==> config.mk <==
export PLATFORM = sky130hd
export DESIGN_NAME = vmem_share_top
export DESIGN_NICKNAME = d
export VERILOG_FILES = /design/src/rtl/vmem_share_pkg.sv /design/src/rtl/vmem_share_top.sv /design/src/rtl/resp_tracker.sv /design/src/rtl/data_arbiter.sv /design/src/rtl/scalar_lane_adapter.sv
export VERILOG_INCLUDE_DIRS = /design/src /design/src/rtl
export SDC_FILE = /design/constraint.sdc
export NUM_CORES = 1
export LEC_CHECK = 0
export ABC_AREA = 1
export BUFFER_PORTS_ARGS = -buffer_cell sky130_fd_sc_hd__buf_2
export CORE_AREA = 3 3 288 290
export DETAILED_ROUTE_END_ITERATION = 6
export DIE_AREA = 0 0 291 293
export GPL_TIMING_DRIVEN = 1
export RECOVER_POWER = 25
export SYNTH_ARGS = -nofsm -noshare
export SYNTH_HDL_FRONTEND = slang
export SYNTH_SLANG_ARGS = --single-unit
==> constraint.sdc <==
create_clock -name clk_i -period 2.5 [get_ports clk_i]
set_clock_uncertainty 0.2 [all_clocks]
set_input_delay 0.125 -clock clk_i [delete_from_list [all_inputs] [get_ports clk_i]]
set_output_delay 0.125 -clock clk_i [all_outputs]
set_load 0.02 [all_outputs]
==> src/rtl/vmem_share_defines.svh <==
//////////////////////////////
// shared memory port widths and depths
// sizes for the scalar, vector and memory sides
//////////////////////////////

`ifndef VMEM_SHARE_DEFINES_SVH
`define VMEM_SHARE_DEFINES_SVH

// width of the shared memory data bus
`define VMEM_W 128

// scalar core data width
`define SCALAR_W 32

// byte address width on every port
`define ADDR_W 32

// vector transaction id width
`define ID_W 4

// depth of the outstanding request FIFO
`define MAX_OUTSTANDING 8

`endif
==> src/rtl/vmem_share_pkg.sv <==
//////////////////////////////
// shared memory port types
// data, address, id, lane and tracker entries
//////////////////////////////

`default_nettype none

`include "vmem_share_defines.svh"

package vmem_share_pkg;

    // bus payloads
    typedef logic [`ADDR_W-1:0]     addr_t;
    typedef logic [`VMEM_W-1:0]     vdata_t;
    typedef logic [`VMEM_W/8-1:0]   vbe_t;
    typedef logic [`SCALAR_W-1:0]   sdata_t;
    typedef logic [`SCALAR_W/8-1:0] sbe_t;
    typedef logic [`ID_W-1:0]       vid_t;

    // scalar lane inside the wide word
    typedef logic [$clog2(`VMEM_W/`SCALAR_W)-1:0] lane_t;

    // who issued a request
    typedef enum logic {
        SRC_SCALAR = 1'b0,
        SRC_VECTOR = 1'b1
    } src_e;

    // one outstanding transfer, 8 bits
    typedef struct packed {
        src_e  src;
        logic  we;
        vid_t  id;
        lane_t lane;
    } track_entry_t;

endpackage

`default_nettype wire

==> src/rtl/vmem_share_top.sv <==
//////////////////////////////
// shared data memory port
// scalar core and vector unit on one wide bus
//////////////////////////////

`timescale 1ns/1ps
`default_nettype none

module vmem_share_top import vmem_share_pkg::*; (
    input  logic   clk_i,
    input  logic   rst_ni,

    // scalar core
    input  logic   s_req_i,
    input  addr_t  s_addr_i,
    input  logic   s_we_i,
    input  sbe_t   s_be_i,
    input  sdata_t s_wdata_i,
    output logic   s_gnt_o,
    output logic   s_rvalid_o,
    output sdata_t s_rdata_o,
    output logic   s_err_o,

    // vector unit
    input  logic   v_req_i,
    input  addr_t  v_addr_i,
    input  logic   v_we_i,
    input  vbe_t   v_be_i,
    input  vdata_t v_wdata_i,
    input  vid_t   v_id_i,
    output logic   v_gnt_o,
    output logic   v_rvalid_o,
    output vdata_t v_rdata_o,
    output logic   v_err_o,
    output vid_t   v_id_o,
    input  logic   vec_pending_load_i,
    input  logic   vec_pending_store_i,

    // memory
    output logic   mem_req_o,
    output addr_t  mem_addr_o,
    output logic   mem_we_o,
    output vbe_t   mem_be_o,
    output vdata_t mem_wdata_o,
    input  logic   mem_gnt_i,
    input  logic   mem_rvalid_i,
    input  vdata_t mem_rdata_i,
    input  logic   mem_err_i
);

    vbe_t         wide_be;
    vdata_t       wide_wdata;
    lane_t        s_lane;
    logic         push;
    track_entry_t entry;
    logic         full;

    scalar_lane_adapter u_adapter (
        .s_addr_i     (s_addr_i),
        .s_be_i       (s_be_i),
        .s_wdata_i    (s_wdata_i),
        .wide_be_o    (wide_be),
        .wide_wdata_o (wide_wdata),
        .lane_o       (s_lane)
    );

    data_arbiter u_arbiter (
        .clk_i               (clk_i),
        .rst_ni              (rst_ni),
        .s_req_i             (s_req_i),
        .s_addr_i            (s_addr_i),
        .s_we_i              (s_we_i),
        .wide_be_i           (wide_be),
        .wide_wdata_i        (wide_wdata),
        .lane_i              (s_lane),
        .v_req_i             (v_req_i),
        .v_addr_i            (v_addr_i),
        .v_we_i              (v_we_i),
        .v_be_i              (v_be_i),
        .v_wdata_i           (v_wdata_i),
        .v_id_i              (v_id_i),
        .vec_pending_load_i  (vec_pending_load_i),
        .vec_pending_store_i (vec_pending_store_i),
        .mem_gnt_i           (mem_gnt_i),
        .full_i              (full),
        .s_gnt_o             (s_gnt_o),
        .v_gnt_o             (v_gnt_o),
        .mem_req_o           (mem_req_o),
        .mem_addr_o          (mem_addr_o),
        .mem_we_o            (mem_we_o),
        .mem_be_o            (mem_be_o),
        .mem_wdata_o         (mem_wdata_o),
        .push_o              (push),
        .entry_o             (entry)
    );

    resp_tracker u_tracker (
        .clk_i        (clk_i),
        .rst_ni       (rst_ni),
        .push_i       (push),
        .entry_i      (entry),
        .mem_rvalid_i (mem_rvalid_i),
        .mem_rdata_i  (mem_rdata_i),
        .mem_err_i    (mem_err_i),
        .full_o       (full),
        .s_rvalid_o   (s_rvalid_o),
        .s_rdata_o    (s_rdata_o),
        .s_err_o      (s_err_o),
        .v_rvalid_o   (v_rvalid_o),
        .v_rdata_o    (v_rdata_o),
        .v_err_o      (v_err_o),
        .v_id_o       (v_id_o)
    );

endmodule

`default_nettype wire

==> src/rtl/resp_tracker.sv <==
//////////////////////////////
// response tracker
// in-order FIFO of outstanding transfers, routes responses
//////////////////////////////

`timescale 1ns/1ps
`default_nettype none

`include "vmem_share_defines.svh"

module resp_tracker import vmem_share_pkg::*; (
    input  logic         clk_i,
    input  logic         rst_ni,

    // new transfer from the arbiter
    input  logic         push_i,
    input  track_entry_t entry_i,

    // memory response
    input  logic         mem_rvalid_i,
    input  vdata_t       mem_rdata_i,
    input  logic         mem_err_i,

    output logic         full_o,

    // scalar response
    output logic         s_rvalid_o,
    output sdata_t       s_rdata_o,
    output logic         s_err_o,

    // vector response
    output logic         v_rvalid_o,
    output vdata_t       v_rdata_o,
    output logic         v_err_o,
    output vid_t         v_id_o
);

    localparam int unsigned DEPTH = `MAX_OUTSTANDING;
    localparam int unsigned PTR_W = (DEPTH > 1) ? $clog2(DEPTH) : 1;
    localparam int unsigned CNT_W = $clog2(DEPTH + 1);

    track_entry_t fifo_q [DEPTH];

    logic [PTR_W-1:0] wr_ptr_q;
    logic [PTR_W-1:0] rd_ptr_q;
    logic [CNT_W-1:0] count_q;

    logic         pop;
    logic         empty;
    logic         head_scalar;
    track_entry_t head;

    assign empty  = (count_q == '0);
    assign full_o = (count_q == CNT_W'(DEPTH));
    assign pop    = mem_rvalid_i;
    assign head   = fifo_q[rd_ptr_q];

    //////////////////////////////
    // FIFO storage
    //////////////////////////////

    always_ff @(posedge clk_i) begin
        if (push_i) begin
            fifo_q[wr_ptr_q] <= entry_i;
        end
    end

    // pointers and fill count
    always_ff @(posedge clk_i or negedge rst_ni) begin
        if (!rst_ni) begin
            wr_ptr_q <= '0;
            rd_ptr_q <= '0;
            count_q  <= '0;
        end else begin
            if (push_i) begin
                wr_ptr_q <= (wr_ptr_q == PTR_W'(DEPTH - 1)) ? '0 : wr_ptr_q + 1'b1;
            end
            if (pop) begin
                rd_ptr_q <= (rd_ptr_q == PTR_W'(DEPTH - 1)) ? '0 : rd_ptr_q + 1'b1;
            end
            case ({push_i, pop})
                2'b10:   count_q <= count_q + 1'b1;
                2'b01:   count_q <= count_q - 1'b1;
                default: count_q <= count_q;
            endcase
        end
    end

    //////////////////////////////
    // response routing
    //////////////////////////////

    // the head entry owns the response, memory answers in order
    assign head_scalar = (head.src == SRC_SCALAR);

    assign s_rvalid_o = mem_rvalid_i & head_scalar;
    assign v_rvalid_o = mem_rvalid_i & ~head_scalar;

    assign s_err_o = mem_err_i & head_scalar;
    assign v_err_o = mem_err_i & ~head_scalar;

    // scalar reads return the lane they were placed in, writes return zero
    assign s_rdata_o = head.we ? '0 : mem_rdata_i[head.lane * `SCALAR_W +: `SCALAR_W];

    assign v_rdata_o = mem_rdata_i;
    assign v_id_o    = head.id;

    //////////////////////////////
    // checks
    //////////////////////////////

    // every response must belong to a tracked transfer
    a_no_orphan_resp : assert property (@(posedge clk_i) disable iff (!rst_ni)
        mem_rvalid_i |-> !empty);

    // arbiter must hold back while the FIFO is full
    a_no_push_full : assert property (@(posedge clk_i) disable iff (!rst_ni)
        push_i |-> !full_o);

endmodule

`default_nettype wire

==> src/rtl/data_arbiter.sv <==
//////////////////////////////
// data arbiter
// vector priority, scalar hold rule and grant split
//////////////////////////////

`timescale 1ns/1ps
`default_nettype none

`include "vmem_share_defines.svh"

module data_arbiter import vmem_share_pkg::*; (
    input  logic                   clk_i,
    input  logic                   rst_ni,

    // scalar side, already widened
    input  logic                   s_req_i,
    input  logic [`ADDR_W-1:0]     s_addr_i,
    input  logic                   s_we_i,
    input  vbe_t                   wide_be_i,
    input  vdata_t                 wide_wdata_i,
    input  lane_t                  lane_i,

    // vector side
    input  logic                   v_req_i,
    input  logic [`ADDR_W-1:0]     v_addr_i,
    input  logic                   v_we_i,
    input  logic [`VMEM_W/8-1:0]   v_be_i,
    input  logic [`VMEM_W-1:0]     v_wdata_i,
    input  logic [`ID_W-1:0]       v_id_i,

    input  logic                   vec_pending_load_i,
    input  logic                   vec_pending_store_i,
    input  logic                   mem_gnt_i,
    input  logic                   full_i,

    output logic                   s_gnt_o,
    output logic                   v_gnt_o,

    output logic                   mem_req_o,
    output logic [`ADDR_W-1:0]     mem_addr_o,
    output logic                   mem_we_o,
    output logic [`VMEM_W/8-1:0]   mem_be_o,
    output logic [`VMEM_W-1:0]     mem_wdata_o,

    output logic                   push_o,
    output track_entry_t           entry_o
);

    logic s_hold;
    logic s_sel;
    logic bus_free;

    //////////////////////////////
    // arbitration
    //////////////////////////////

    // scalar waits for vector traffic and for pending vector stores,
    // a pending vector load only blocks scalar writes
    assign s_hold = v_req_i | vec_pending_store_i | (vec_pending_load_i & s_we_i);
    assign s_sel  = s_req_i & ~s_hold;

    // nothing goes out while the tracker cannot take another entry
    assign mem_req_o = (v_req_i | s_sel) & ~full_i;
    assign bus_free  = mem_gnt_i & ~full_i;

    assign v_gnt_o = v_req_i & bus_free;
    assign s_gnt_o = s_sel & bus_free;

    // winner's fields onto the bus
    always_comb begin
        if (v_req_i) begin
            mem_addr_o  = v_addr_i;
            mem_we_o    = v_we_i;
            mem_be_o    = v_be_i;
            mem_wdata_o = v_wdata_i;
        end else begin
            mem_addr_o  = s_addr_i;
            mem_we_o    = s_we_i;
            mem_be_o    = wide_be_i;
            mem_wdata_o = wide_wdata_i;
        end
    end

    //////////////////////////////
    // tracker entry
    //////////////////////////////

    assign push_o = mem_req_o & mem_gnt_i;

    assign entry_o.src  = v_req_i ? SRC_VECTOR : SRC_SCALAR;
    assign entry_o.we   = mem_we_o;
    assign entry_o.id   = v_req_i ? vid_t'(v_id_i) : vid_t'('0);
    assign entry_o.lane = v_req_i ? lane_t'('0) : lane_i;

    //////////////////////////////
    // checks
    //////////////////////////////

    // a waiting scalar request keeps its widened payload until granted
    a_scalar_stable : assert property (@(posedge clk_i) disable iff (!rst_ni)
        (s_req_i && !s_gnt_o) |=> (s_req_i && $stable(s_addr_i) && $stable(s_we_i)
                                   && $stable(wide_be_i) && $stable(wide_wdata_i)));

endmodule

`default_nettype wire

==> src/rtl/scalar_lane_adapter.sv <==
//////////////////////////////
// scalar lane adapter
// places a 32-bit access into its lane of the wide bus
//////////////////////////////

`timescale 1ns/1ps
`default_nettype none

module scalar_lane_adapter import vmem_share_pkg::*; (
    input  addr_t  s_addr_i,
    input  sbe_t   s_be_i,
    input  sdata_t s_wdata_i,

    output vbe_t   wide_be_o,
    output vdata_t wide_wdata_o,
    output lane_t  lane_o
);

    // lanes on the wide bus and where the lane index sits in the address
    localparam int unsigned NUM_LANES = $bits(vdata_t) / $bits(sdata_t);
    localparam int unsigned LANE_LSB  = $clog2($bits(sbe_t));
    localparam int unsigned LANE_BES  = $bits(sbe_t);

    lane_t lane;

    //////////////////////////////
    // lane select
    //////////////////////////////

    // address bits right above the byte offset of a scalar word
    assign lane   = s_addr_i[LANE_LSB +: $bits(lane_t)];
    assign lane_o = lane;

    //////////////////////////////
    // byte enables and data
    //////////////////////////////

    // byte enables move to the selected lane, all others stay clear
    assign wide_be_o = vbe_t'(s_be_i) << (lane * LANE_BES);

    // write data goes to every lane, the enables pick the right one
    assign wide_wdata_o = {NUM_LANES{s_wdata_i}};

endmodule

`default_nettype wire

==> impl_metrics.py <==
metrics = {
    "outcome": {
        "status": "finished, final reports clean",
    },
    "sta": {
        "tightestPinTransition_ps": 714,
        "hold_ws_ps": 41.5,
        "finalHoldViolations": 0,
        "rsz0062_at_grt": "true",
        "post-route-period-util_pct": 98.4,
        "setup_viol": 0,
        "clock.fmax_mhz": 406,
        "slew_viol_final": 0,
        "relSlewSlack_pct": 52.4,
        "layout_min_cycle_time_ps": 2460,
    },
    "yosys": {
        "synth_top_flop_cell": "edfxtp_1",
        "synth_nets": 1619,
        "syn_avg_cell_area_um2": 6.40,
        "async_flop_share_pct": 13.5,
        "synthAdderAreaFrac_pct": 1.12,
        "synthCells": 1225,
        "synth-edff-count": 64,
        "synth_top_family_by_area": "simple AND/OR/NAND/NOR gates",
        "netlist_area_um2": 7840,
        "ys_seq_elements": 74,
        "synthMuxAreaShare_pct": 0,
        "yosys.area_share.simple_pct": 40.5,
        "ys_warn_count": 0,
        "synth_xor_area_share_pct": 0.447,
        "synth.distinct_cells": 33,
        "synth-seq-area-share_pct": 27.7,
        "synth_compound_area_share_pct": 6.59,
    },
    "route": {
        "via_per_inst": 3.66,
        "vias": 10600,
        "drt_pre_antenna_iters": 5,
        "wl_per_cell_um": 23.3,
        "drt.antenna.violating_nets": 0,
        "drc_errors": 0,
        "drt-total-wl_um": 67700,
        "first_iter_violations": 580,
    },
    "placement": {
        "gp_congestion": 0.909,
        "io_buffer_count": 734,
        "hpwl_um": 57200,
        "dp.cells": 2854,
    },
    "die": {
        "die_area_um2": 85300,
        "rows": 104,
        "die_y_um": 293,
        "die_w_um": 291,
        "io_pins": 735,
        "start_util_pct": 9.74,
        "coreArea_um2": 80500,
    },
    "setup_path": {
        "rr_endpoint": "u_tracker.count_q[2]",
        "cp-end-kind": "output port",
        "startpoint_type": "register",
        "slowest_delay_ps": 420,
        "reg2reg_from": "u_tracker.count_q[1]",
        "startpoint": "u_tracker.rd_ptr_q[0]",
        "r2r_cells": 12,
        "slowest_stage": "dfrtp_1",
        "rrSetupSlack_ps": 230,
        "cpMostUsedCell": "nand3_2",
        "required_ps": 2170,
        "path_max_fanout": 8,
        "crit_arrival_ps": 2140,
        "cp-endpoint": "s_rdata_o[7]",
        "path_class": "register to output port",
        "path_cells": "buf_6, inv_6, nand2_1, nand3_2, nand3_4, nand2_8, clkbuf_16, nand2_2, nand3_2, a21oi_2, buf_4",
    },
    "grt": {
        "grt_pass1_wl_um": 84100,
        "grt_antenna_before_repair": 47,
        "grt_pass1_vias": 9995,
        "overflow": 0,
        "grt_max_degree": 110,
        "grtUsageTotal_pct": 14.3,
    },
    "clocking": {
        "clk_latency_ps": 330,
        "clock_tree.buffer_depth": 2,
        "cts_tree": "done",
        "clock_sink_count": 74,
        "clk_pin_slew_ps": 60,
        "root_buffer": "clkbuf_16",
        "htree_levels": 3,
        "cts_buffers": 9,
    },
    "power_and_ir_drop": {
        "ir_worst_vdd_mv": 0.357,
        "p_seq_share_pct": 12.9,
        "swShare_pct": 51.5,
        "p_leak_nw": 6.95,
        "clkPwrFrac_pct": 9.8,
        "cellPowerDensity_nw_per_um2": 982,
        "power.total_mw": 12.7,
        "combPwrFrac_pct": 77.3,
        "power.internal_mw": 6.16,
        "p_sw_mw": 6.55,
    },
    "run": {
        "max-cap-violations": 0,
    },
    "cells_and_area": {
        "area_growth_pct": 65.2,
        "seq_area_um2": 2170,
        "fillers": 9387,
        "drive_above_1_share_pct": 44.1,
        "fin_nets": 2228,
        "multiInputGateArea_um2": 4130,
        "stdcell_count": 2906,
    },
    "hold_path": {
        "hold_class": "primary input to register",
    },
}
## timing repair
item	in CTS	in global routing
hold buffers	2	0
endpoints found under the hold margin	12	0
gates cloned	5	11
buffers inserted	9	6
pin swaps	4	24
setup endpoints to repair	32	35
gates resized for setup	37	99
## placed cells by master, fill, tap and decap left out, types with 2 or more instances in the layout
master         count
buf_12            14
ha_1               6
edfxtp_1          64
nand2_8            2
buf_6             19
inv_6              2
nand3b_1          31
buf_16             2
buf_4             41
nand2_2            9
a21oi_2           22
o21ai_0           45
xnor2_1            3
dfrtp_2            2
dfrtp_1            8
o21a_1             2
nand3_2           51
inv_1            121
clkinvlp_4         2
clkbuf_1         101
clkinv_2           2
nand3_1           55
o22ai_1           12
buf_2            603
nand2_1          514
nand2_4            4
nand3_4            4
dlygate4sd3_1      2
o21ai_1            3
a21oi_1           13
clkbuf_16         17
nor2_1            45
diode_2            8
inv_2              3
## per-layer routing
layer / vias up / GRT usage, % / share of wire, %
met5: - / 0 / 0.040
met1: 4931 / 14.2 / 34
met2: 648 / 28.5 / 54
met4: 4 / 2.07 / 2.6
li1: 4941 / - / -
met3: 121 / 5.31 / 9.8
## final cells by class
cell class / instances / share of cell area, %
clock buffer: 10 / 1.85
tap: 1060 / 10.2
inverter: 127 / 3.89
timing repair inverter: 2 / 0.135
timing repair buffer: 791 / 34.7
sequential: 74 / 16.8
clock inverter: 5 / 0.425
antenna: 8 / 0.155
multi-input combinational: 829 / 31.9
## cells in the mapped netlist, types with 2 or more instances
cell | instances | area (µm²)
ha_1 | 7 | 87.6
nand2_2 | 4 | 25.0
nand3b_2 | 2 | 22.5
nand3_1 | 77 | 385
clkbuf_1 | 25 | 93.8
o21ai_0 | 47 | 235
buf_1 | 6 | 22.5
buf_8 | 2 | 30.0
nand2_1 | 524 | 1970
o21a_1 | 2 | 15.0
nand3b_1 | 31 | 233
nor2_1 | 45 | 169
nand3_4 | 2 | 35.0
a21oi_1 | 34 | 170
buf_6 | 15 | 169
o22ai_1 | 12 | 75.1
inv_1 | 122 | 458
buf_4 | 128 | 961
buf_2 | 19 | 95.1
xnor2_1 | 3 | 26.3
inv_2 | 4 | 15.0
dfrtp_1 | 10 | 250
edfxtp_1 | 64 | 1920
nand3_2 | 31 | 310
## worst max-delay path: cells and delay by family (launching register included)
family	cells	cell delay, ps
AOI/OAI and AO/OA	1	160
buffers and inverters	4	600
DFF	1	420
and+or+nand+nor	6	610
## power groups by stage
stage | clock network [mW] | registers, mW | logic [mW]
final | 1.24 | 1.64 | 9.83
after global routing | 1.33 | 1.66 | 10.5
after CTS | 1.28 | 1.63 | 8.44
after detailed placement | 0 | 1.65 | 7.38
after global placement | 0 | 1.64 | 7.33
after floorplan | 0 | 1.62 | 4.77
## how the worst min path moves through the flow
stage                     startpoint                endpoint  depth (start not counted)
final                      v_id_i[2]  u_tracker.fifo_q[6][4]                          3
after global placement        rst_ni    u_tracker.count_q[1]                          1
after detailed placement      rst_ni    u_tracker.count_q[1]                          1
after global routing       v_id_i[2]  u_tracker.fifo_q[6][4]                          3
after CTS                     rst_ni   u_tracker.rd_ptr_q[0]                          2
after floorplan               rst_ni    u_tracker.count_q[0]                          0
## cells by family after synthesis
| family | after synthesis |
|---|---|
| and+or+nand+nor | 720 |
| adders and majority gates | 7 |
| AOI/OAI and AO/OA | 98 |
| buffers and inverters | 322 |
| DFF | 74 |
| xor gates and xnor gates | 4 |
## flip-flops by register name, summed over array words and instances, names as in the netlist
register,flops
u_tracker.count_q,4
u_tracker.wr_ptr_q,3
u_tracker.rd_ptr_q,3
u_tracker.fifo_q,64
## per-stage QoR
| step | utilization, % | setup WS (ps) | setup TNS (ps) | instance area [µm²] |
|---|---|---|---|---|
| after floorplan | - | 339 | 0 | 7840 |
| after global placement | 14.7 | 141 | 0 | 11800 |
| after detailed placement | 14.7 | 145 | 0 | 11800 |
| after CTS | 15.5 | 0.278 | 0 | 12500 |
| after global routing | 16.1 | -31.7 | -376 | 12900 |
| final | 16.1 | 39.1 | 0 | 13000 |
No activity file was read; power rests on OpenSTA's default activity.
